<file path="src/cu_cache_pkg.sv">
/* Shared widths, depths and latencies of the compute-unit front end
   Command codes and the request, descriptor and response payload structs */

package cu_cache_pkg;

  // ------------------------------
  // Widths
  // ------------------------------
  // 1024-word store
  localparam int ADDR_W = 10;
  localparam int DATA_W = 32;
  localparam int STRB_W = DATA_W / 8;
  localparam int TAG_W  = 8;

  // ------------------------------
  // FIFO sizing and store timing
  // ------------------------------
  localparam int FIFO_DEPTH   = 16;
  // Response fill level that stops issue
  localparam int PROG_THRESH  = 12;
  // Cycles from read accept to rvalid
  localparam int READ_LATENCY = 2;

  // ------------------------------
  // Payload types
  // ------------------------------
  typedef enum logic {
    CMD_READ  = 1'b0,
    CMD_WRITE = 1'b1
  } cmd_e;

  // Kernel descriptor, only the base word address is used
  typedef struct packed {
    logic [ADDR_W-1:0] base_addr;
  } descriptor_t;

  // Request as seen at the top-level ports
  typedef struct packed {
    cmd_e              cmd;
    logic [ADDR_W-1:0] offset;
    logic [DATA_W-1:0] wdata;
    logic [STRB_W-1:0] wstrb;
    logic [TAG_W-1:0]  tag;
  } mem_request_t;

  // Request after base mapping, addr is absolute
  // Strobes are zero for reads
  typedef struct packed {
    cmd_e              cmd;
    logic [ADDR_W-1:0] addr;
    logic [DATA_W-1:0] wdata;
    logic [STRB_W-1:0] wstrb;
    logic [TAG_W-1:0]  tag;
  } cache_request_t;

  typedef struct packed {
    cmd_e              cmd;
    logic [TAG_W-1:0]  tag;
    logic [DATA_W-1:0] rdata;
  } mem_response_t;

endpackage : cu_cache_pkg

</file>
<file path="src/cu_request_mapper.sv">
/* Descriptor capture and two-stage request input pipeline
   Second stage turns the offset into an absolute word address */

module cu_request_mapper (
  input  logic                           ap_clk,
  input  logic                           areset_control,
  input  logic                           descriptor_valid_i,
  input  logic [cu_cache_pkg::ADDR_W-1:0] descriptor_base_i,
  input  logic                           request_valid_i,
  input  cu_cache_pkg::mem_request_t     request_i,
  output logic                           push_o,
  output cu_cache_pkg::cache_request_t   cache_request_o,
  output logic                           descriptor_seen_o
);
  import cu_cache_pkg::*;

  descriptor_t  descriptor_q;
  logic         stage1_valid_q;
  mem_request_t stage1_req_q;

  // ------------------------------
  // Descriptor
  // ------------------------------
  // Base clears to zero so early requests map to a known address
  always_ff @(posedge ap_clk) begin
    if (areset_control) begin
      descriptor_seen_o      <= 1'b0;
      descriptor_q.base_addr <= '0;
    end else if (descriptor_valid_i) begin
      descriptor_seen_o      <= 1'b1;
      descriptor_q.base_addr <= descriptor_base_i;
    end
  end

  // ------------------------------
  // Input pipeline
  // ------------------------------
  always_ff @(posedge ap_clk) begin
    if (areset_control) begin
      stage1_valid_q <= 1'b0;
      push_o         <= 1'b0;
    end else begin
      stage1_valid_q <= request_valid_i;
      push_o         <= stage1_valid_q;
    end
  end

  // Payload stages, qualified by the valid bits above
  always_ff @(posedge ap_clk) begin
    stage1_req_q          <= request_i;
    cache_request_o.cmd   <= stage1_req_q.cmd;
    // Address wraps inside the store
    cache_request_o.addr  <= descriptor_q.base_addr + stage1_req_q.offset;
    cache_request_o.wdata <= stage1_req_q.wdata;
    cache_request_o.wstrb <= (stage1_req_q.cmd == CMD_WRITE) ? stage1_req_q.wstrb : '0;
    cache_request_o.tag   <= stage1_req_q.tag;
  end

endmodule : cu_request_mapper

</file>
<file path="config.mk">
export PLATFORM = sky130hd
export DESIGN_NAME = cu_request_mapper
export DESIGN_NICKNAME = d
export VERILOG_FILES = /design/src/cu_cache_pkg.sv /design/src/cu_request_mapper.sv
export SDC_FILE = /design/constraint.sdc
export NUM_CORES = 1
export LEC_CHECK = 0
export BUFFER_PORTS_ARGS = -buffer_cell sky130_fd_sc_hd__buf_2
export CAP_MARGIN = 20
export CORE_AREA = 8 8 124 69
export CTS_CLUSTER_SIZE = 12
export DETAILED_ROUTE_END_ITERATION = 10
export DIE_AREA = 0 0 132 77
export PLACE_DENSITY = 0.74
export SLEW_MARGIN = 20
export SYNTH_ARGS = -nofsm -noshare
export SYNTH_HDL_FRONTEND = slang
export SYNTH_SLANG_ARGS = --single-unit
</file>
<file path="constraint.sdc">
create_clock -name ap_clk -period 1.9 [get_ports ap_clk]
set_input_delay 0.285 -clock ap_clk [delete_from_list [all_inputs] [get_ports ap_clk]]
set_output_delay 0.285 -clock ap_clk [all_outputs]
set_load 0.01 [all_outputs]
</file>
# --- After elaboration in Yosys (flattened, before gate mapping) ---
# Cells that the tools add are included.
totals:
  register_bits: 123
  input_bits: 69
  out_inout_bits: 57
  elab_cells: 15
op_classes:
  add_sub_neg: 1
ops:
  columns: ["operator", "count"]
  rows:
  - ["$add A10 B10 Y10", 1]

# --- Longest topological paths before layout ---
logic_depth:
  word_depth: 1
  mapped_depth: 7

# --- Worst setup path after synthesis ---
# Ideal clock, no wire load.
synth_path:
  path_type: "register -> register"
  from: "register descriptor_q[0] (netlist bit)"
  to: "register cache_request_o[52] (netlist bit)"
  arrival_time_ps: 1430
  required_time_ps: 1779
  slack_ps: 349
  path_stages_with_launch: 8
  synth_period_minus_slack_ps: 1551
  path_cell_list: "dfxtp_1 > ha_1 > inv_1 > fa_1 > nand2b_1 > a21oi_1 > a221oi_2 > xnor2_1"
synth_between:
  elab_chain_cells: 1
synth_lines:
  columns: ["item", "line_no", "source"]
  rows:
  - ["start: declaration", "cu_request_mapper.sv:17", "descriptor_t descriptor_q;"]
  - ["$add A10 B10 Y10", "cu_request_mapper.sv:53", "cache_request_o.addr <= descriptor_q.base_addr + stage1_req_q.offset;"]
  - ["end: declaration", "cu_request_mapper.sv:12", "output cu_cache_pkg::cache_request_t cache_request_o,"]
# Every way passes these cells.
# A chain may end at the register's enable or synchronous reset.

# --- Worst setup path in the final report ---
# Same ends and word-level chain as after synthesis.

==> metrics <==
Multi-input gate area=546 um2; Achievable Freq=slightly below 0.6 GHz; core area=6910 um2; post-synthesis mux area share=under 10%; initial drt markers=64; simple logic cell fraction of the synthesized area=under 10%; Post-Layout Cell Count=about 500; Synth cell types=22; crit-path leading delay family=adder cells; cell accounting for the most synthesized area=dfxtp_1; initial antenna violation count=0; Worst setup SP type=flip-flop; Synth Register Bits=123; top-count cell post-synth=dfxtp_1; global-route wire length before repair=roughly 12000 um; Critical Path RT=about 2.2 ns; Pre-antenna DRT Iters=4; All-Layer GR Usage=14.6%; XOR/XNOR share of the synthesized area=roughly 2.6%; CTS root buf=clkbuf_16; HPWL after detailed placement=approximately 4700 um; synth cell count leaders=123 x dfxtp_1, 16 x nor2_1, 10 x mux2i_1; Max-Slew Margin vs Limit=slightly below 80%; Post-Synth Adder-Cell Area=4.36%; PortBufs=~130; area grow syn2layout=63.6%; crit path cell chain=ha_1, inv_1, fa_1, nand2b_1, a21oi_1, a221oi_2, xnor2_1; post-synthesis cell area=between 3000 and 4000 um2; status=finished, final reports clean; final hold violation count=0; Synth top area share=about 81%; storage element area=about 2500 um2; Avg Inst Size Synth=14.9 um2; vias in the first global route=roughly 2300; largest fanout on the critical path=2; Leak=2.36 nW; Nets=480; Max-cap violations=0; # hold bufs at CTS=between 50 and 60; layout cells sized above 1=a little under two fifths; CP max stage cell=fa_1; Max clock buf depth=2; Cells after DPL=423; detailed-route DRC error count=0; Pwr Density=between 1000 and 1500 nW/um2; Setup Buffers After CTS=0; Critical Path End Type=flip-flop; Synth warnings=0; GRT overflow=0; crit path kind=reg2reg; Post-CTS Resized=0; Top FF cell, synth=dfxtp_1; VDD IR max=around 0.00096 V; Cells after Synth=between 200 and 250; Final GP Congestion=between 0.7 and 0.8; Worst Path Buf+Inv=1; Async S/R FF share, synth=0%; unrepaired setup endpoints after global routing=no; endpoints failing setup=0; clk slew on worst S/H paths=approximately 0.05 ns; critical path arrival=~2.0 ns; Period Utilization, post-route=between 90% and 100%; largest family of logic cells by synthesized area=simple AND/OR/NAND/NOR gates; pin count of the biggest net entering global routing=17; via count=about 2100; Horiz. Die Dim=around 130 um; CTS tree=yes; Die Footprint=10200 um2; final setup TNS=0 ns; die height=between 70 and 80 um; Synth Area in Compound Gates=under 10%; Clock Skew=0.00376 ns; Antenna Cells=0; Antenna Nets Post-Route=0; total CTS buffers=17; top post-synthesis cells by area=dfxtp_1 81%, ha_1 3.7%, mux2i_1 3.3%; hold crit path type=in2reg; clock sinks=123; Max Transition Viols Final=0; io pins=126; clk_lat worst skew=0.40 ns; drt wl/cell=14.1 um; Post-synth EDFFs=0; Fillers=about 450; post-DR vias/cell=roughly 4; synthesized net count=between 200 and 300; initial core utilization=a little over two fifths; H-Tree Depth=4; CP peak stage delay=0.40 ns; Cell Rows=22; Final Critical Period=1.71 ns; Seq/Total Area, Yosys=81.0%; Worst Tran Pin Value=0.339 ns; WL final=just over 7000 um
## layout by cell type (no fill, tap or decap), types with 3 or more instances in the layout
cell type	Yosys	routed
nand3_1	5	5
nor2_1	16	16
ha_1	9	9
dlygate4sd3_1	0	55
bufinv_16	0	4
buf_2	1	125
xnor2_1	7	7
inv_1	6	6
clkbuf_16	0	17
clkinvlp_4	0	4
clkinv_2	0	3
a21oi_1	4	4
clkbuf_8	0	4
mux2i_1	10	10
and2_1	5	5
dfxtp_1	123	123
## registers in the layout, indices dropped and copies added (netlist names)
signal,cells
cache_request_o,55
descriptor_q,10
descriptor_seen_o,1
push_o,1
stage1_req_q,55
stage1_valid_q,1
## area by class of cell
cell class                 count  area share (%)
tap                           96            2.42
clock buffer                  21            9.66
clock inverter                11            3.32
timing repair buffer         180            23.7
multi-input combinational     73            11.0
sequential                   123            49.5
inverter                       6           0.453
## worst paths after layout
| kind | from | end | slack [ns] | depth (start not counted) |
|---|---|---|---|---|
| min | request_valid_i | stage1_valid_q | 0.11 | 2 |
| max reg2reg | descriptor_q[0] | cache_request_o[52] | 0.19 | 7 |
| min reg2reg | stage1_req_q[21] | cache_request_o[21] | 0.32 | 0 |
| max | descriptor_q[0] | cache_request_o[52] | 0.19 | 7 |
## stage by stage
stage	setup slack, ns	area (um2)	hold WS (ns)	power, W	utilization [%]
2_1_floorplan	0.349	3040	0.310	0.00301	-
3_3_place_gp	0.245	3780	0.310	0.00321	54.7
3_5_place_dp	0.171	3780	0.312	0.00322	54.7
4_1_cts	0.168	4960	0.00202	0.00671	71.8
5_1_grt	0.0757	4970	0.119	0.00690	72.0
6_report	0.187	4970	0.115	0.00664	72.0
## cell families (layout without fill, tap and decap cells)
kind of cell               count (synthesis)  after routing
DFF                                      123            123
and+or+nand+nor                           31             31
AOI/OAI and AO/OA                         13             13
adders and majority gates                 10             10
muxes                                     10             10
xor gates and xnor gates                   9              9
buffers and inverters                      8            218
## power by group
part | switching [W] | total, W | internal, W
Sequential | 0.0000457 | 0.00280 | 0.00275
Combinational | 0.000209 | 0.000460 | 0.000251
Clock | 0.00106 | 0.00338 | 0.00232
Total | 0.00131 | 0.00664 | 0.00533
## worst register-to-register path, cell delays in order, from the launching register on
cell      delay (ns)
dfxtp_1         0.34
ha_1            0.19
inv_1           0.07
fa_1            0.40
nand2b_1        0.18
a21oi_1         0.21
a221oi_2        0.09
xnor2_1         0.13
## routing by layer
metal | global-route usage (%) | part of all wire (%) | vias to the layer above | wire length (um)
li1 | - | - | 1060 | -
met1 | 17.7 | 49 | 921 | 3480
met2 | 20.1 | 40 | 97 | 2840
met3 | 9.17 | 11 | 9 | 765
met4 | 6.48 | 1.3 | 0 | 90
met5 | 0 | 0 | - | 0
Note: power is estimated with default switching activity, not from simulation.
