**config.mk**
```make
export PLATFORM = sky130hd
export DESIGN_NAME = cu_command_sequencer_flat
export DESIGN_NICKNAME = d
export VERILOG_FILES = /design/src/cu_cache_pkg.sv /design/src/cu_store_if.sv /design/src/cu_command_sequencer.sv /design/src/flat_wrapper.sv
export SDC_FILE = /design/constraint.sdc
export NUM_CORES = 1
export LEC_CHECK = 0
export BUFFER_PORTS_ARGS = -buffer_cell sky130_fd_sc_hd__buf_2
export CAP_MARGIN = 20
export CORE_AREA = 2 2 71 73
export CTS_BUF_LIST = sky130_fd_sc_hd__clkbuf_16
export CTS_CLUSTER_SIZE = 14
export DETAILED_ROUTE_END_ITERATION = 6
export DIE_AREA = 0 0 73 75
export SLEW_MARGIN = 20
export SYNTH_ARGS = -nofsm -noshare
export SYNTH_HDL_FRONTEND = slang
export SYNTH_SLANG_ARGS = --single-unit
```
**constraint.sdc**
```tcl
create_clock -name ap_clk -period 1.5 [get_ports ap_clk]
set_input_delay 0.075 -clock ap_clk [delete_from_list [all_inputs] [get_ports ap_clk]]
set_output_delay 0.075 -clock ap_clk [all_outputs]
set_load 0.1 [all_outputs]
```
**src/cu_cache_pkg.sv**
```systemverilog
/* Shared widths, depths and latencies of the compute-unit front end
   Command codes and the request, descriptor and response payload structs */

package cu_cache_pkg;

  // ------------------------------
  // Widths
  // ------------------------------
  // 1024-word store
  localparam int ADDR_W = 10;
  localparam int DATA_W = 32;
  localparam int STRB_W = DATA_W / 8;
  localparam int TAG_W  = 8;

  // ------------------------------
  // FIFO sizing and store timing
  // ------------------------------
  localparam int FIFO_DEPTH   = 16;
  // Response fill level that stops issue
  localparam int PROG_THRESH  = 12;
  // Cycles from read accept to rvalid
  localparam int READ_LATENCY = 2;

  // ------------------------------
  // Payload types
  // ------------------------------
  typedef enum logic {
    CMD_READ  = 1'b0,
    CMD_WRITE = 1'b1
  } cmd_e;

  // Kernel descriptor, only the base word address is used
  typedef struct packed {
    logic [ADDR_W-1:0] base_addr;
  } descriptor_t;

  // Request as seen at the top-level ports
  typedef struct packed {
    cmd_e              cmd;
    logic [ADDR_W-1:0] offset;
    logic [DATA_W-1:0] wdata;
    logic [STRB_W-1:0] wstrb;
    logic [TAG_W-1:0]  tag;
  } mem_request_t;

  // Request after base mapping, addr is absolute
  // Strobes are zero for reads
  typedef struct packed {
    cmd_e              cmd;
    logic [ADDR_W-1:0] addr;
    logic [DATA_W-1:0] wdata;
    logic [STRB_W-1:0] wstrb;
    logic [TAG_W-1:0]  tag;
  } cache_request_t;

  typedef struct packed {
    cmd_e              cmd;
    logic [TAG_W-1:0]  tag;
    logic [DATA_W-1:0] rdata;
  } mem_response_t;

endpackage : cu_cache_pkg

```
**src/cu_store_if.sv**
```systemverilog
/* Command and data bus between the sequencer and the word store */

interface cu_store_if;
  import cu_cache_pkg::*;

  // Command side, accepted on valid and ready
  logic              valid;
  logic [ADDR_W-1:0] addr;
  logic [DATA_W-1:0] wdata;
  // All-zero strobes select a read
  logic [STRB_W-1:0] wstrb;

  // Return side
  logic [DATA_W-1:0] rdata;
  logic              rvalid;
  logic              ready;

  modport sequencer (
    output valid, addr, wdata, wstrb,
    input  rdata, rvalid, ready
  );

  modport store (
    input  valid, addr, wdata, wstrb,
    output rdata, rvalid, ready
  );

endinterface : cu_store_if

```
**src/cu_command_sequencer.sv**
```systemverilog
/* In-order issue of mapped requests to the word store
   Builds one response per completed command */

module cu_command_sequencer (
  input  logic                         ap_clk,
  input  logic                         areset_control,
  input  cu_cache_pkg::cache_request_t head_i,
  input  logic                         head_empty_i,
  input  logic                         descriptor_seen_i,
  input  logic                         resp_prog_full_i,
  output logic                         pop_o,
  output logic                         resp_push_o,
  output cu_cache_pkg::mem_response_t  resp_o,
  cu_store_if.sequencer                store
);
  import cu_cache_pkg::*;

  logic read_pending_q;
  logic can_issue;
  logic head_is_read;
  logic issue_read;
  logic issue_write;

  assign head_is_read = (head_i.cmd == CMD_READ);

  // ------------------------------
  // Issue rule
  // ------------------------------
  // Only one read in flight, head stays put until its data returns
  assign can_issue = ~head_empty_i & ~resp_prog_full_i & descriptor_seen_i
                   & store.ready & ~read_pending_q;

  assign issue_read  = can_issue & head_is_read;
  assign issue_write = can_issue & ~head_is_read;

  // Store command straight from the FIFO head
  // A write with no strobes still completes but skips the store
  assign store.valid = issue_read | (issue_write & (head_i.wstrb != '0));
  assign store.addr  = head_i.addr;
  assign store.wdata = head_i.wdata;
  assign store.wstrb = head_i.wstrb;

  // Read accepted, wait for rvalid
  always_ff @(posedge ap_clk) begin
    if (areset_control) begin
      read_pending_q <= 1'b0;
    end else if (issue_read) begin
      read_pending_q <= 1'b1;
    end else if (store.rvalid) begin
      read_pending_q <= 1'b0;
    end
  end

  // ------------------------------
  // Completion
  // ------------------------------
  // Writes retire on issue, reads on returned data
  assign pop_o       = issue_write | (read_pending_q & store.rvalid);
  assign resp_push_o = pop_o;

  assign resp_o.cmd   = head_i.cmd;
  assign resp_o.tag   = head_i.tag;
  // No data on write responses
  assign resp_o.rdata = head_is_read ? store.rdata : '0;

  // Store must only answer reads this side has issued
  a_rvalid_pending : assert property (@(posedge ap_clk) disable iff (areset_control)
    store.rvalid |-> read_pending_q)
    else $error("Store rvalid without a pending read");

endmodule : cu_command_sequencer

```
**src/flat_wrapper.sv**
```systemverilog
// flat-port wrapper written by rule: the top's interface ports become plain ports
module cu_command_sequencer_flat import cu_cache_pkg::*;
  (ap_clk, areset_control, head_i, head_empty_i, descriptor_seen_i, resp_prog_full_i, pop_o, resp_push_o, resp_o, store_valid, store_addr, store_wdata, store_wstrb, store_rdata, store_rvalid, store_ready);
  cu_store_if store_i ();
  input  logic ap_clk;
  input  logic areset_control;
  input  cu_cache_pkg::cache_request_t head_i;
  input  logic head_empty_i;
  input  logic descriptor_seen_i;
  input  logic resp_prog_full_i;
  output logic pop_o;
  output logic resp_push_o;
  output cu_cache_pkg::mem_response_t resp_o;
  output wire logic [$bits(store_i.valid)-1:0] store_valid;
  output wire logic [$bits(store_i.addr)-1:0] store_addr;
  output wire logic [$bits(store_i.wdata)-1:0] store_wdata;
  output wire logic [$bits(store_i.wstrb)-1:0] store_wstrb;
  input wire logic [$bits(store_i.rdata)-1:0] store_rdata;
  input wire logic [$bits(store_i.rvalid)-1:0] store_rvalid;
  input wire logic [$bits(store_i.ready)-1:0] store_ready;
  assign store_valid = store_i.valid;
  assign store_addr = store_i.addr;
  assign store_wdata = store_i.wdata;
  assign store_wstrb = store_i.wstrb;
  assign store_i.rdata = store_rdata;
  assign store_i.rvalid = store_rvalid;
  assign store_i.ready = store_ready;
  cu_command_sequencer u_core (.ap_clk(ap_clk), .areset_control(areset_control), .head_i(head_i), .head_empty_i(head_empty_i), .descriptor_seen_i(descriptor_seen_i), .resp_prog_full_i(resp_prog_full_i), .pop_o(pop_o), .resp_push_o(resp_push_o), .resp_o(resp_o), .store(store_i));
endmodule
```
After elaboration in Yosys (flattened, before gate mapping)

Cells that the tools add are included.

Multiplexer cells: 3
Bitwise operators: 14
Reductions and logical operators: 2

Operators by type and width:

| cell               | count |
|---|---|
| 32-bit two-way mux | 1 |
| 1-bit AND          | 8 |
| 1-bit NOT          | 4 |
| 4-bit nonzero test | 1 |
| 1-bit two-way mux  | 2 |
| 1-bit OR           | 2 |
| 2-bit nonzero test | 1 |

Register bits after elaboration: 1
Bits of input ports: 94
Output and inout bits: 90
Logic and storage cells: 20

Depth between registers and ports, before layout

Depth after elaboration: 8
Mapped depth: 3
Depth with buffers taken out: 2

Least setup slack after synthesis

No wires, ideal clock.

Path type: register to output
Start point: reg u_core.read_pending_q
End point: out resp_push_o
Data arrival time: 3.238 ns
Required time: 1.425 ns
Slack: -1.813 ns
Stages on the path, launching flop included: 3
Path through: dfxtp_1 > o31ai_1 > buf_4

Word-level cells in the longest chain between the ends: 4

Ends and longest elaborated chain:

| what                   | line                       | RTL |
|---|---|---|
| from (decl)            | cu_command_sequencer.sv:18 | `logic read_pending_q;` |
| from (signal assigned) | cu_command_sequencer.sv:46 | `read_pending_q <= 1'b0;` |
| from (signal assigned) | cu_command_sequencer.sv:48 | `read_pending_q <= 1'b1;` |
| from (signal assigned) | cu_command_sequencer.sv:50 | `read_pending_q <= 1'b0;` |
| 1-bit NOT              | cu_command_sequencer.sv:31 | `& store.ready & ~read_pending_q;` |
| 1-bit AND              | cu_command_sequencer.sv:31 |  |
| 1-bit AND              | cu_command_sequencer.sv:34 | `assign issue_write = can_issue & ~head_is_read;` |
| 1-bit OR (*)           | cu_command_sequencer.sv:58 | `assign pop_o = issue_write \| (read_pending_q & store.rvalid);` |
| to (decl)              | flat_wrapper.sv:12         | `output logic resp_push_o;` |

Every way passes the cells marked *; elsewhere a longest branch is shown, timed or not.

Worst setup path in the final report

Start point: in head_empty_i
End point: out resp_push_o

Word-level cells in the longest chain between the ends: 7

Ends and longest elaborated chain:

| what                    | line                       | RTL |
|---|---|---|
| from (decl)             | flat_wrapper.sv:8          | `input logic head_empty_i;` |
| 1-bit NOT               | cu_command_sequencer.sv:30 | `assign can_issue = ~head_empty_i & ~resp_prog_full_i & descriptor_seen_i` |
| 1-bit AND (2 in series) | cu_command_sequencer.sv:30 |  |
| 1-bit AND (2 in series) | cu_command_sequencer.sv:31 |  |
| 1-bit AND               | cu_command_sequencer.sv:34 |  |
| 1-bit OR                | cu_command_sequencer.sv:58 |  |

No other way between the ends.

==> impl_metrics.py <==
metrics = {
    "global_routing": {
        "grt_pass1_vias": 538,
        "grt_max_degree": 20,
        "met1_usage_pct": 4.32,
        "grt.busiest_layer": "met2",
        "antenna_found_initial": 0,
        "gr-total-overflow": 0,
        "use_met3_pct": 1.47,
        "grt_pass1_wl_mm": 2.30,
        "grt_use_met2_pct": 10.4,
        "grtUsageTotal_pct": 5.13,
    },
    "yosys": {
        "yosysWarnings": 0,
        "synth_area_per_cell_sq_um": 7.16,
        "yosysUniqueCellTypes": 16,
        "syn_nets": 196,
        "yosysSeqAreaShare_pct": 2.74,
        "ys_ff_latch": 1,
        "synth_cells": 102,
        "syn_area_sq_um": 731,
    },
    "floorplan": {
        "die_w_um": 73,
        "num_io_pins": 184,
        "placementRows": 25,
        "initial_core_util_pct": 15.7,
        "die_h_um": 75,
        "die-area_sq_mm": 0.00548,
        "design.core.area_sq_mm": 0.00466,
    },
    "sta": {
        "skew_ns": 0,
        "finalCritPeriodShare_pct": 76.2,
        "slew_headroom_pct": 66.8,
        "drv_slew": 0,
        "period_needed_ns": 1.14,
        "setup_tns_ns": 0,
        "worstMarginPinSlew_ns": 0.501,
        "grt_setup_unrepaired": "no",
        "fmax_ghz": 0.875,
        "finalSetupViolations": 0,
        "final_hold_viol_count": 0,
    },
    "worst_setup_path": {
        "crit_type": "in -> out",
        "critPathArrivalTime_ns": 1.07,
        "required_ns": 1.42,
        "start_kind": "input pin",
        "worstPathMaxFanout": 2,
        "cpMaxStageDelayCell": "o31ai_4",
        "max_stage_delay_ns": 0.40,
        "crit_chain": "buf_2 -> nand4bb_1 -> o31ai_4 -> buf_12",
        "endpoint_kind": "primary output",
    },
    "routing": {
        "drtAntennaViolNets": 0,
        "wl_mm": 1.98,
        "drt_pass1_iterations": 4,
        "drtIter0Drc": 4,
        "vias": 675,
        "drc": 0,
        "wl_per_cell_um": 10.9,
        "vias_per_cell": 3.71,
    },
    "worst_hold_path": {
        "hp-class": "in -> out",
    },
    "finish": {
        "n_antenna_cell": 0,
        "final_common_cell": "buf_2",
        "layout_common_cells": "buf_2 (79), nor2b_2 (29), buf_12 (5)",
        "largest_register_ffs": 1,
        "reg.largest.list": "u_core.read_pending_q: 1 flops",
        "largest_register": "u_core.read_pending_q",
        "layout.cells.non_filler": 182,
        "fin_nets": 224,
        "area_growth_pct": 30.1,
        "drive_gt1_share_pct": 90.6,
    },
    "pwr": {
        "ir_drop_mv": 0.119,
        "leakage_nw": 0.531,
        "p_per_area_mw_per_mm2": 659,
    },
    "place": {
        "dp.cells": 182,
        "place.gp.congestion": 0.641,
        "hpwlAfterDp_mm": 1.80,
        "io_buffers": 83,
    },
    "clock_network": {
        "holdBufCountCts": 0,
        "cts_resized": 0,
        "insertion_delay_ns": 0,
        "post_cts_buffers": 0,
    },
    "job": {
        "max_cap_violations": 0,
    },
    "status": {
        "outcome": "finished clean",
    },
}
Yosys cell counts, drive strengths merged:
| master | instances | area, sq um |
|---|---|---|
| inv | 1 | 3.75 |
| nor3b | 1 | 7.51 |
| nor2b | 30 | 188 |
| nor2 | 1 | 3.75 |
| nor3 | 1 | 5.00 |
| a41o | 1 | 10.0 |
| buf | 59 | 442 |
| nor4 | 1 | 6.26 |
| nand4bb | 1 | 11.3 |
| o31ai | 1 | 7.51 |
| nand2 | 1 | 3.75 |
| dfxtp | 1 | 20.0 |
| a211oi | 1 | 7.51 |
| and2b | 2 | 15.0 |
per-stage QoR:
stage	power [W]	area [sq um]	setup WS, ns	hold slack (ns)	utilization [%]
detailed placement	0.000631	951	0.342	0.151	20.4
floorplan	0.00114	826	-0.239	0.227	-
finish	0.000626	951	0.357	0.150	20.4
global route	0.000648	951	0.298	0.150	20.4
CTS	0.000632	951	0.338	0.151	20.4
global placement	0.000627	951	0.361	0.151	20.4
final timing paths:
kind,start,endpoint,slack [ns],depth (start not counted)
worst max register to register,u_core.read_pending_q$_SDFFE_PP0P_,u_core.read_pending_q$_SDFFE_PP0P_,0.66,2
worst min register to register,u_core.read_pending_q$_SDFFE_PP0P_,u_core.read_pending_q$_SDFFE_PP0P_,0.66,2
worst min-delay path,head_i[48],store_addr[4],0.15,0
worst max-delay path,head_empty_i,resp_push_o,0.36,4
cell families (layout without fill, tap and decap cells):
kind of cell / Yosys count / count (layout) / synth area share, %
buffers and inverters: 60 / 86 / 61.0
AOI/OAI and AO/OA: 3 / 3 / 3.43
and+or+nand+nor: 38 / 38 / 32.9
DFF: 1 / 1 / 2.74
where the power goes:
group | switching, W | total (W) | internal, W
Clock | 0 | 0 | 0
Combinational | 0.000470 | 0.000598 | 0.000128
Sequential | 0.000000716 | 0.0000283 | 0.0000275
Total | 0.000471 | 0.000626 | 0.000156
layout make-up:
class | instances | area (sq um)
multi-input combinational | 41 | 357
inverter | 1 | 3.75
fill | 521 | 3710
timing repair buffer | 85 | 503
tap | 54 | 67.6
sequential | 1 | 20.0
worst max-delay path, delay by kind of cell:
family                 cells  cell delay (ns)
buffers and inverters      2             0.32
AO/OA/AOI/OAI              1             0.40
AND/OR/NAND/NOR            1             0.26
metal layers:
layer | vias to the layer above | part of all wire, %
met3 | 16 | 12
met5 | - | 0
met4 | 0 | 4.7
met1 | 279 | 31
met2 | 67 | 52
li1 | 313 | -
Note: power is estimated with default switching activity, not from simulation.
