File: src/cu_sync_fifo.sv
/* Synchronous first-word-fall-through FIFO for any payload type
   Count-based empty, almost-full and programmable-full flags */

module cu_sync_fifo #(
  parameter type payload_t = logic,
  parameter int  DEPTH     = 16,
  parameter int  THRESH    = 12
) (
  input  logic     ap_clk,
  input  logic     areset_control,
  input  logic     push_i,
  input  payload_t din_i,
  input  logic     pop_i,
  output payload_t dout_o,
  output logic     empty_o,
  output logic     almost_full_o,
  output logic     prog_full_o
);

  // DEPTH is a power of two, pointers wrap on their own
  localparam int PTR_W = $clog2(DEPTH);
  localparam int CNT_W = $clog2(DEPTH + 1);

  payload_t         mem [DEPTH];
  logic [PTR_W-1:0] wr_ptr_q;
  logic [PTR_W-1:0] rd_ptr_q;
  logic [CNT_W-1:0] count_q;
  logic             do_push;
  logic             do_pop;

  // Guard the storage against misuse from outside
  assign do_push = push_i & (count_q != CNT_W'(DEPTH));
  assign do_pop  = pop_i & (count_q != '0);

  // ------------------------------
  // Pointers and fill count
  // ------------------------------
  always_ff @(posedge ap_clk) begin
    if (areset_control) begin
      wr_ptr_q <= '0;
      rd_ptr_q <= '0;
      count_q  <= '0;
    end else begin
      if (do_push) wr_ptr_q <= wr_ptr_q + 1'b1;
      if (do_pop)  rd_ptr_q <= rd_ptr_q + 1'b1;
      case ({do_push, do_pop})
        2'b10:   count_q <= count_q + 1'b1;
        2'b01:   count_q <= count_q - 1'b1;
        default: count_q <= count_q;
      endcase
    end
  end

  // Storage
  always_ff @(posedge ap_clk) begin
    if (do_push) begin
      mem[wr_ptr_q] <= din_i;
    end
  end

  // Head is always on the output
  assign dout_o        = mem[rd_ptr_q];
  assign empty_o       = (count_q == '0);
  // Three spare slots absorb the writer's pipeline after the flag
  assign almost_full_o = (count_q >= CNT_W'(DEPTH - 3));
  assign prog_full_o   = (count_q >= CNT_W'(THRESH));

  a_no_push_full : assert property (@(posedge ap_clk) disable iff (areset_control)
    push_i |-> (count_q != CNT_W'(DEPTH)))
    else $error("FIFO push while full");

  a_no_pop_empty : assert property (@(posedge ap_clk) disable iff (areset_control)
    pop_i |-> (count_q != '0))
    else $error("FIFO pop while empty");

endmodule : cu_sync_fifo

File: config.mk
export PLATFORM = sky130hd
export DESIGN_NAME = cu_sync_fifo
export DESIGN_NICKNAME = d
export VERILOG_FILES = /design/src/cu_sync_fifo.sv
export SDC_FILE = /design/constraint.sdc
export NUM_CORES = 1
export LEC_CHECK = 0
export BUFFER_PORTS_ARGS = -buffer_cell sky130_fd_sc_hd__buf_2
export CORE_ASPECT_RATIO = 0.9
export CORE_MARGIN = 8
export CORE_UTILIZATION = 60
export CTS_CLUSTER_DIAMETER = 80
export CTS_CLUSTER_SIZE = 20
export DETAILED_ROUTE_END_ITERATION = 6
export PLACE_DENSITY = 0.79
export REMOVE_ABC_BUFFERS = 1
export SETUP_SLACK_MARGIN = 0.15
export SYNTH_ARGS = -nofsm -noshare
export SYNTH_HDL_FRONTEND = slang
export SYNTH_SLANG_ARGS = --single-unit
File: constraint.sdc
create_clock -name ap_clk -period 5.7 [get_ports ap_clk]
set_input_delay 0 -clock ap_clk [delete_from_list [all_inputs] [get_ports ap_clk]]
set_output_delay 0 -clock ap_clk [all_outputs]
set_load 0.05 [all_outputs]
After elaboration in Yosys (flattened, before gate mapping)

Memory sizes are Yosys's and may differ from the RTL's. A register that Yosys moved wholly into a read port is not among the register bits.
Index checks and enable logic that the tools add are counted.

Register bits after elaboration: 13
RAM bits: 16
Output and inout port bits: 4
Memories kept: 1

Memories:

| memory | words | bits a word | rd ports | clocked after memory_dff | write ports | line | source |
|---|---|---|---|---|---|---|---|
| mem    | 16    | 1           | 1        | 1                        | 1           | 24   | `payload_t mem [DEPTH];` |

$add $sub $neg: 4
Magnitude comparators: 2
Equal/unequal tests: 3
Multiplexer cells: 5
Bitwise operators: 2
Reductions and logical operators: 3

Operators by type and width:

| cell                                                                   | count |
|---|---|
| 5-bit by 4-bit >= comparator with 1-bit output (second input constant) | 2 |
| 5-bit case mux with 2 select lines                                     | 1 |
| 4-bit by 1-bit adder with 4-bit output (second input constant)         | 2 |
| 4-bit 2-to-1 mux                                                       | 2 |
| 5-bit by 1-bit adder with 5-bit output (second input constant)         | 1 |
| 5-bit logical NOT                                                      | 1 |
| 5-bit inequality test (second input constant)                          | 1 |
| 5-bit nonzero test                                                     | 1 |
| 5-bit by 1-bit subtractor with 5-bit output (second input constant)    | 1 |
| 1-bit AND                                                              | 2 |
| 2-bit by 1-bit equality test with 1-bit output (second input constant) | 1 |
| 2-bit equality test (second input constant)                            | 1 |
| 1-bit 2-to-1 mux                                                       | 2 |
| 2-bit nonzero test                                                     | 1 |

Longest topological paths before layout

Gate-level depths: netlist of run 1.

Depth in word-level cells: 4
Gate-level depth with buffers: 14
Gate-level depth less buffers: 11

Worst setup path after synthesis of run 1

No wires, ideal clock.

Path type: flip-flop to flip-flop
Start point: register count_q[1]
End point: register count_q[4]
Setup time: 0.070 ns
Data arrival time: 2.731 ns
Slack: 2.899 ns
Stages on the path, launching flop included: 15
Buffers on the path: 3
Period minus slack after synthesis: 2.801 ns
Path through: dfxtp_1 > buf_6 > or3_4 > o21a_1 > buf_6 > inv_2 > ha_1 > clkbuf_1 > xor2_1 > ha_1 > nand2_1 > nor4b_1 > a311oi_2 > a21o_1 > a21oi_1

Word-level cells in the longest chain between the ends: 4
Elaborated cells on any way between the ends: 10
Those cells by class: 2 x add/sub; 3 x eq/ne; 1 x mux; 2 x bitwise; 2 x reduce/logical

RTL lines:

| what                                                                                  | line   | source |
|---|---|---|
| start, declared                                                                       | 27     | `logic [CNT_W-1:0] count_q;` |
| start signal, assigned                                                                | 47     | `2'b10: count_q <= count_q + 1'b1;` |
| start signal, assigned                                                                | 48     | `2'b01: count_q <= count_q - 1'b1;` |
| start signal, assigned                                                                | 49     | `default: count_q <= count_q;` |
| 5-bit inequality test or 5-bit nonzero test (tied branches)                           | 32, 33 |  |
| 1-bit AND, on equally long branches                                                   | 32, 33 |  |
| 2-bit by 1-bit equality test with 1-bit output or 2-bit equality test (tied branches) | 46     | `case ({do_push, do_pop})` |
| 5-bit case mux with 2 select lines or 2-bit nonzero test (tied branches)              | -      |  |

Several ways; a longest one is shown, not always the timed one.
A chain may end at the register's enable or synchronous reset.

Final worst setup path of run 1

Ends and elaborated chain as after synthesis.

==> metrics.csv, run 1 <==
metric,value,unit
drt-pass1-iter-count,5,
syn_area,1640,um^2
wire_per_inst,14.2,um
dpl-instance-area,1650,um^2
cp_slowest_cell,or3_4,
slew_violations,0,
num_antenna_cells,0,
timing.final.crit_share,52.4,%
p_leak,0.640,nW
cts_hold_buf,0,
die_w,71.1,um
status,completed,
syn_inst,149,
rsz0062_at_grt,false,
area_growth,5.11,%
path_max_fanout,12,
finClkSkew,8.24,ps
grt_max_degree,20,
worst_ep_arrival_time,3240,ps
p_int,0.499,mW
antenna_found_initial,0,
routed_wl,2630,um
start_util,61.2,%
synth_flop_cell,dfxtp_1,
cts_resized,0,
placedCellCount,177,
min_period,2990,ps
drv_cap,0,
fin_area,1720,um^2
final_cells,185,
cpMostUsedCell,ha_1,
power_density,471,nW/um^2
nFillCells,221,
cts_buffer_depth,2,
clock_latency,330,ps
regToRegSetupSlack,2710,ps
drcViolationCount,0,
seq_area,821,um^2
hold_viol_final,0,
cp-start-kind,flip-flop,
cts_setup_buffers,0,
critPathBufInv,1,
crit_family,simple AND/OR/NAND/NOR gates,
required,5960,ps
path_class,reg2reg,
dieArea,4670,um^2
antenna_left,0,
ir_drop,0.439,mV
async_flop_share,0,%
vias_per_cell,5.68,
yosys_warnings,0,
grt_pass1_vias,1031,
setup_viol,0,
grt_pass1_wl,4570,um
setup_tns,0,ps
cts_tree,yes,
setup_ws,2710,ps
slew_headroom,73.8,%
hold-worst-slack,35.8,ps
grt_overflow,0,
drive_gt1_share,16.8,%
dp_slack,2770,ps
cts_htree_levels,2,
synth_cell_types,36,
tightest_slew,387,ps
synth_area_per_cell,11.0,um^2
cts_root_buffer,clkbuf_4,
cts_sinks,33,
synth-edff-count,16,
drtIter0Drc,72,
multiInputGateArea,739,um^2
gp_congestion,0.855,
dp_hpwl,1950,um
dieHeight,65.6,um
max_freq,0.335,GHz
hp-class,in2reg,
vias,1051,
final_cell_mix,"30 x nor2_1, 17 x dfxtp_1, 16 x edfxtp_1",
cp_cell_sequence,or3_4 -> o21a_1 -> inv_2 -> ha_1 -> xor2_1 -> ha_1 -> nand2_1 -> nor4b_1 -> a311oi_2 -> a21o_1 -> a21oi_1,
cpPeakStageDelay,420,ps
clock_power_share,20.5,%
seq_area_frac_synth,50.0,%
yosys_register_bits,33,
p_switching,0.313,mW
combPwrFrac,39.4,%
rows,18,
sw_frac_of_total,38.5,%
nNetsFinal,167,
portBuffers,8,
numCtsBuffers,5,
coreArea,2680,um^2
cp-end-kind,flip-flop,
final_common_cell,nor2_1,
cts.clk_slew.worst_paths,100,ps
ios,9,
seq_power_share,40.0,%
grtUsageTotal,12.5,%
-- path summary, 6_finish.rpt --
kind	to	cells past startpoint	startpoint
worst max-delay path	count_q[4]$_SDFFE_PP0P_	11	count_q[1]$_SDFFE_PP0P_
worst min-delay path	mem[5]$_DFFE_PP_	1	din_i
worst max register to register	count_q[4]$_SDFFE_PP0P_	11	count_q[1]$_SDFFE_PP0P_
worst min register to register	rd_ptr_q[3]$_SDFFE_PP0P_	2	rd_ptr_q[3]$_SDFFE_PP0P_
-- logic make-up after synthesis --
| group | Yosys count | synth area share (%) |
|---|---|---|
| buffers and inverters | 13 | 4.88 |
| flip-flops | 33 | 50.0 |
| AO/OA/AOI/OAI | 14 | 7.02 |
| AND/OR/NAND/NOR | 64 | 18.5 |
| XOR/XNOR | 10 | 5.34 |
| adder cells (fa/ha/maj) | 8 | 6.10 |
| multiplexers | 7 | 8.09 |
-- power groups by stage --
stage / combinational, mW / clock [mW] / sequential (mW)
6_report: 0.320 / 0.167 / 0.325
5_1_grt: 0.352 / 0.181 / 0.333
4_1_cts: 0.322 / 0.171 / 0.326
3_5_place_dp: 0.319 / 0 / 0.332
3_3_place_gp: 0.307 / 0 / 0.329
2_1_floorplan: 0.261 / 0 / 0.320
-- synthesized netlist by cell type (2+ instances only) --
master / count / area (um^2)
a21o_1: 2 / 15.0
a21oi_1: 3 / 15.0
buf_1: 2 / 7.51
buf_4: 2 / 15.0
buf_6: 3 / 33.8
clkbuf_1: 2 / 7.51
dfxtp_1: 17 / 340
edfxtp_1: 16 / 480
ha_1: 8 / 100
inv_1: 2 / 7.51
mux2i_1: 2 / 20.0
mux4_2: 5 / 113
nand2_1: 10 / 37.5
nand2b_1: 4 / 25.0
nand3_1: 2 / 10.0
nand4_1: 2 / 12.5
nor2_1: 30 / 113
nor3_1: 7 / 35.0
nor3b_1: 3 / 22.5
nor4_1: 2 / 12.5
o21a_1: 2 / 15.0
xnor2_1: 3 / 26.3
xor2_1: 7 / 61.3
-- through the flow --
step / util (%) / total power [mW]
after floorplan: - / 0.581
after global placement: 61.5 / 0.636
after detailed placement: 61.5 / 0.651
after CTS: 64.3 / 0.819
after global routing: 64.3 / 0.866
final: 64.3 / 0.812
-- metal layers --
layer | vias up | track usage (%) | wire length [um]
met2 | 26 | 21.2 | 1250
li1 | 537 | - | -
met3 | 7 | 3.50 | 111
met4 | 0 | 7.77 | 63
met1 | 481 | 13.8 | 1210
met5 | - | 0 | 0
-- area by class of cell --
class                      instances  share of cell area (%)
sequential                        33                    47.6
multi-input combinational        103                    42.9
clock buffer                       6                    2.39
timing repair buffer               8                    2.32
tap                               30                    2.18
clock inverter                     2                    1.96
inverter                           3                   0.653
Note: power is estimated with default switching activity, not from simulation.
==> inputs of run 2 (changes only) <==
- CORE_UTILIZATION: 60 -> 59
- PLACE_DENSITY: 0.79 -> 0.77
- clock period: 5.7 -> 2.97 ns (I/O delays scaled with it)
==> run 2 against run 1 <==
  * First-iteration DRC count rose by 11%
  * Fmax rose by 15%
  * Die area rose by 1.3%
  * Critical endpoint unchanged
  * Largest power group is now combinational logic
==> metrics.csv, run 2 (synthesis results as in run 1) <==
metric,value,unit,change
status,completed,,
final_cell_mix,"30 x nor2_1, 17 x dfxtp_1, 16 x edfxtp_1",,
antenna_found_initial,0,,unchanged
path_max_fanout,8,,-4
gr-max-usage-layer,met2,,
dieHeight,66.0,um,+0.63%
num_antenna_cells,0,,unchanged
gp_congestion,0.872,,+2.0%
grt_pass1_vias,1102,,+6.9%
max_freq,0.383,GHz,+15%
cts_htree_levels,2,,unchanged
antenna_left,0,,unchanged
grtUsageTotal,13.0,%,+0.43 points
hold_viol_final,0,,unchanged
gr-usage-met2,21.5,%,+0.38 points
hp-class,in2reg,,
drv_cap,0,,unchanged
grt_overflow,0,,unchanged
grt_pass1_wl,4770,um,+4.4%
dp_hpwl,2040,um,+4.9%
min_period,2610,ps,-379 ps
coreArea,2700,um^2,+0.84%
cp-end-kind,flip-flop,,
setup_viol,0,,unchanged
vias_per_cell,5.82,,+2.4%
cts.clk_slew.worst_paths,100,ps,about the same
wire_per_inst,15.1,um,+6.1%
required,3240,ps,-2720 ps
numCtsBuffers,5,,unchanged
timing.final.crit_share,87.8,%,+35 points
ios,9,,unchanged
drive_gt1_share,21.3,%,+4.5 points
cts_tree,yes,,
dieArea,4730,um^2,+1.3%
power_density,885,nW/um^2,+88%
cts_root_buffer,clkbuf_4,,
p_switching,0.627,mW,+100%
p_leak,0.646,nW,+0.98%
path_class,reg2reg,,
drt-pass1-iter-count,4,,-1
cts_buffer_depth,2,,unchanged
final_core_util,65.1,%,+0.76 points
die_w,71.6,um,+0.65%
ir_drop,0.698,mV,+59%
p_int,0.930,mW,+86%
area_growth,7.25,%,
met1_usage,14.4,%,+0.59 points
final_common_cell,nor2_1,,
finClkSkew,9.71,ps,+1.47 ps
clock_latency,330,ps,about the same
seq_power_share,40.6,%,+0.6 points
slew_violations,0,,unchanged
drcViolationCount,0,,unchanged
drtIter0Drc,80,,+11%
cts_sinks,33,,unchanged
vias,1105,,+5.1%
nNetsFinal,172,,+3.0%
routed_wl,2860,um,+8.9%
power.total,1.56,mW,+92%
grt_use_met3,5.61,%,+2.1 points
tightest_slew,350,ps,-37.7 ps
start_util,60.7,%,-0.51 points
cts_hold_buf,0,,unchanged
sw_frac_of_total,40.3,%,+1.7 points
rows,18,,unchanged
portBuffers,8,,unchanged
clock_power_share,15.2,%,-5.3 points
worst_ep_arrival_time,2880,ps,-360 ps
combPwrFrac,44.2,%,+4.8 points
cp-start-kind,flip-flop,,
grt_max_degree,20,,unchanged
setup_tns,0,ps,unchanged
rsz0062_at_grt,false,,
slew_headroom,76.7,%,+2.9 points
[run 2: changes by cell type in the layout (fill, tap and decap cells not counted), sizes merged]
cell,change
buf,+5
bufinv,-1
clkbuf,+1
[run 2: power groups by stage]
| stage | registers, mW | clock network, mW | logic, mW |
|---|---|---|---|
| after floorplan | 0.613 | 0 | 0.501 |
| after global placement | 0.634 | 0 | 0.605 |
| after detailed placement | 0.638 | 0 | 0.625 |
| after CTS | 0.627 | 0.242 | 0.625 |
| after global routing | 0.644 | 0.261 | 0.757 |
| final | 0.633 | 0.236 | 0.688 |
[run 2: critical path, cell delays in order (launching register included)]
cell and delay (ps):
dfxtp_1 400, or3_4 430, o21a_1 220, inv_2 70, ha_2 260, xor2_1 200, ha_2 240, nand2_1 70
nor4b_2 240, a311oi_2 80, a21o_1 190, a21oi_1 120
[run 2: metrics by stage]
step | cell area [um^2] | worst slack (ps) | std cells | hold WS [ps]
after floorplan | 1570 | 314 | 139 | 69.1
after global placement | 1660 | 331 | 179 | 372
after detailed placement | 1660 | 189 | 179 | 380
after CTS | 1710 | 194 | 187 | 33.2
after global routing | 1760 | 164 | 190 | 35.3
final | 1760 | 362 | 190 | 31.1
[run 2: layout make-up]
cell class	count	area (um^2)
fillers	212	943
flip-flops and latches	33	821
multi-input cells	103	763
repair buffers	13	77.6
clock buffers	7	45.0
well taps	30	37.5
inverters	3	11.3
clock inverters	1	3.75
[run 2: path summary, 6_finish.rpt]
| path | start | end | slack (ps) | depth (start not counted) |
|---|---|---|---|---|
| max | count_q[1]$_SDFFE_PP0P_ | count_q[4]$_SDFFE_PP0P_ | 360 | 11 |
| min | din_i | mem[8]$_DFFE_PP_ | 30 | 1 |
| max reg2reg | count_q[1]$_SDFFE_PP0P_ | count_q[4]$_SDFFE_PP0P_ | 360 | 11 |
| min reg2reg | rd_ptr_q[3]$_SDFFE_PP0P_ | rd_ptr_q[3]$_SDFFE_PP0P_ | 520 | 2 |
[run 2: layer usage]
layer	up-vias	share of wire, %
li1	548	-
met1	526	46
met2	25	47
met3	6	5.4
met4	0	1.9
met5	-	0
[run 2: what timing repair did]
| action | CTS | global route |
|---|---|---|
| setup buffers | 0 | 3 |
| gates resized for setup | 0 | 4 |
| setup endpoints to repair | 0 | 1 |
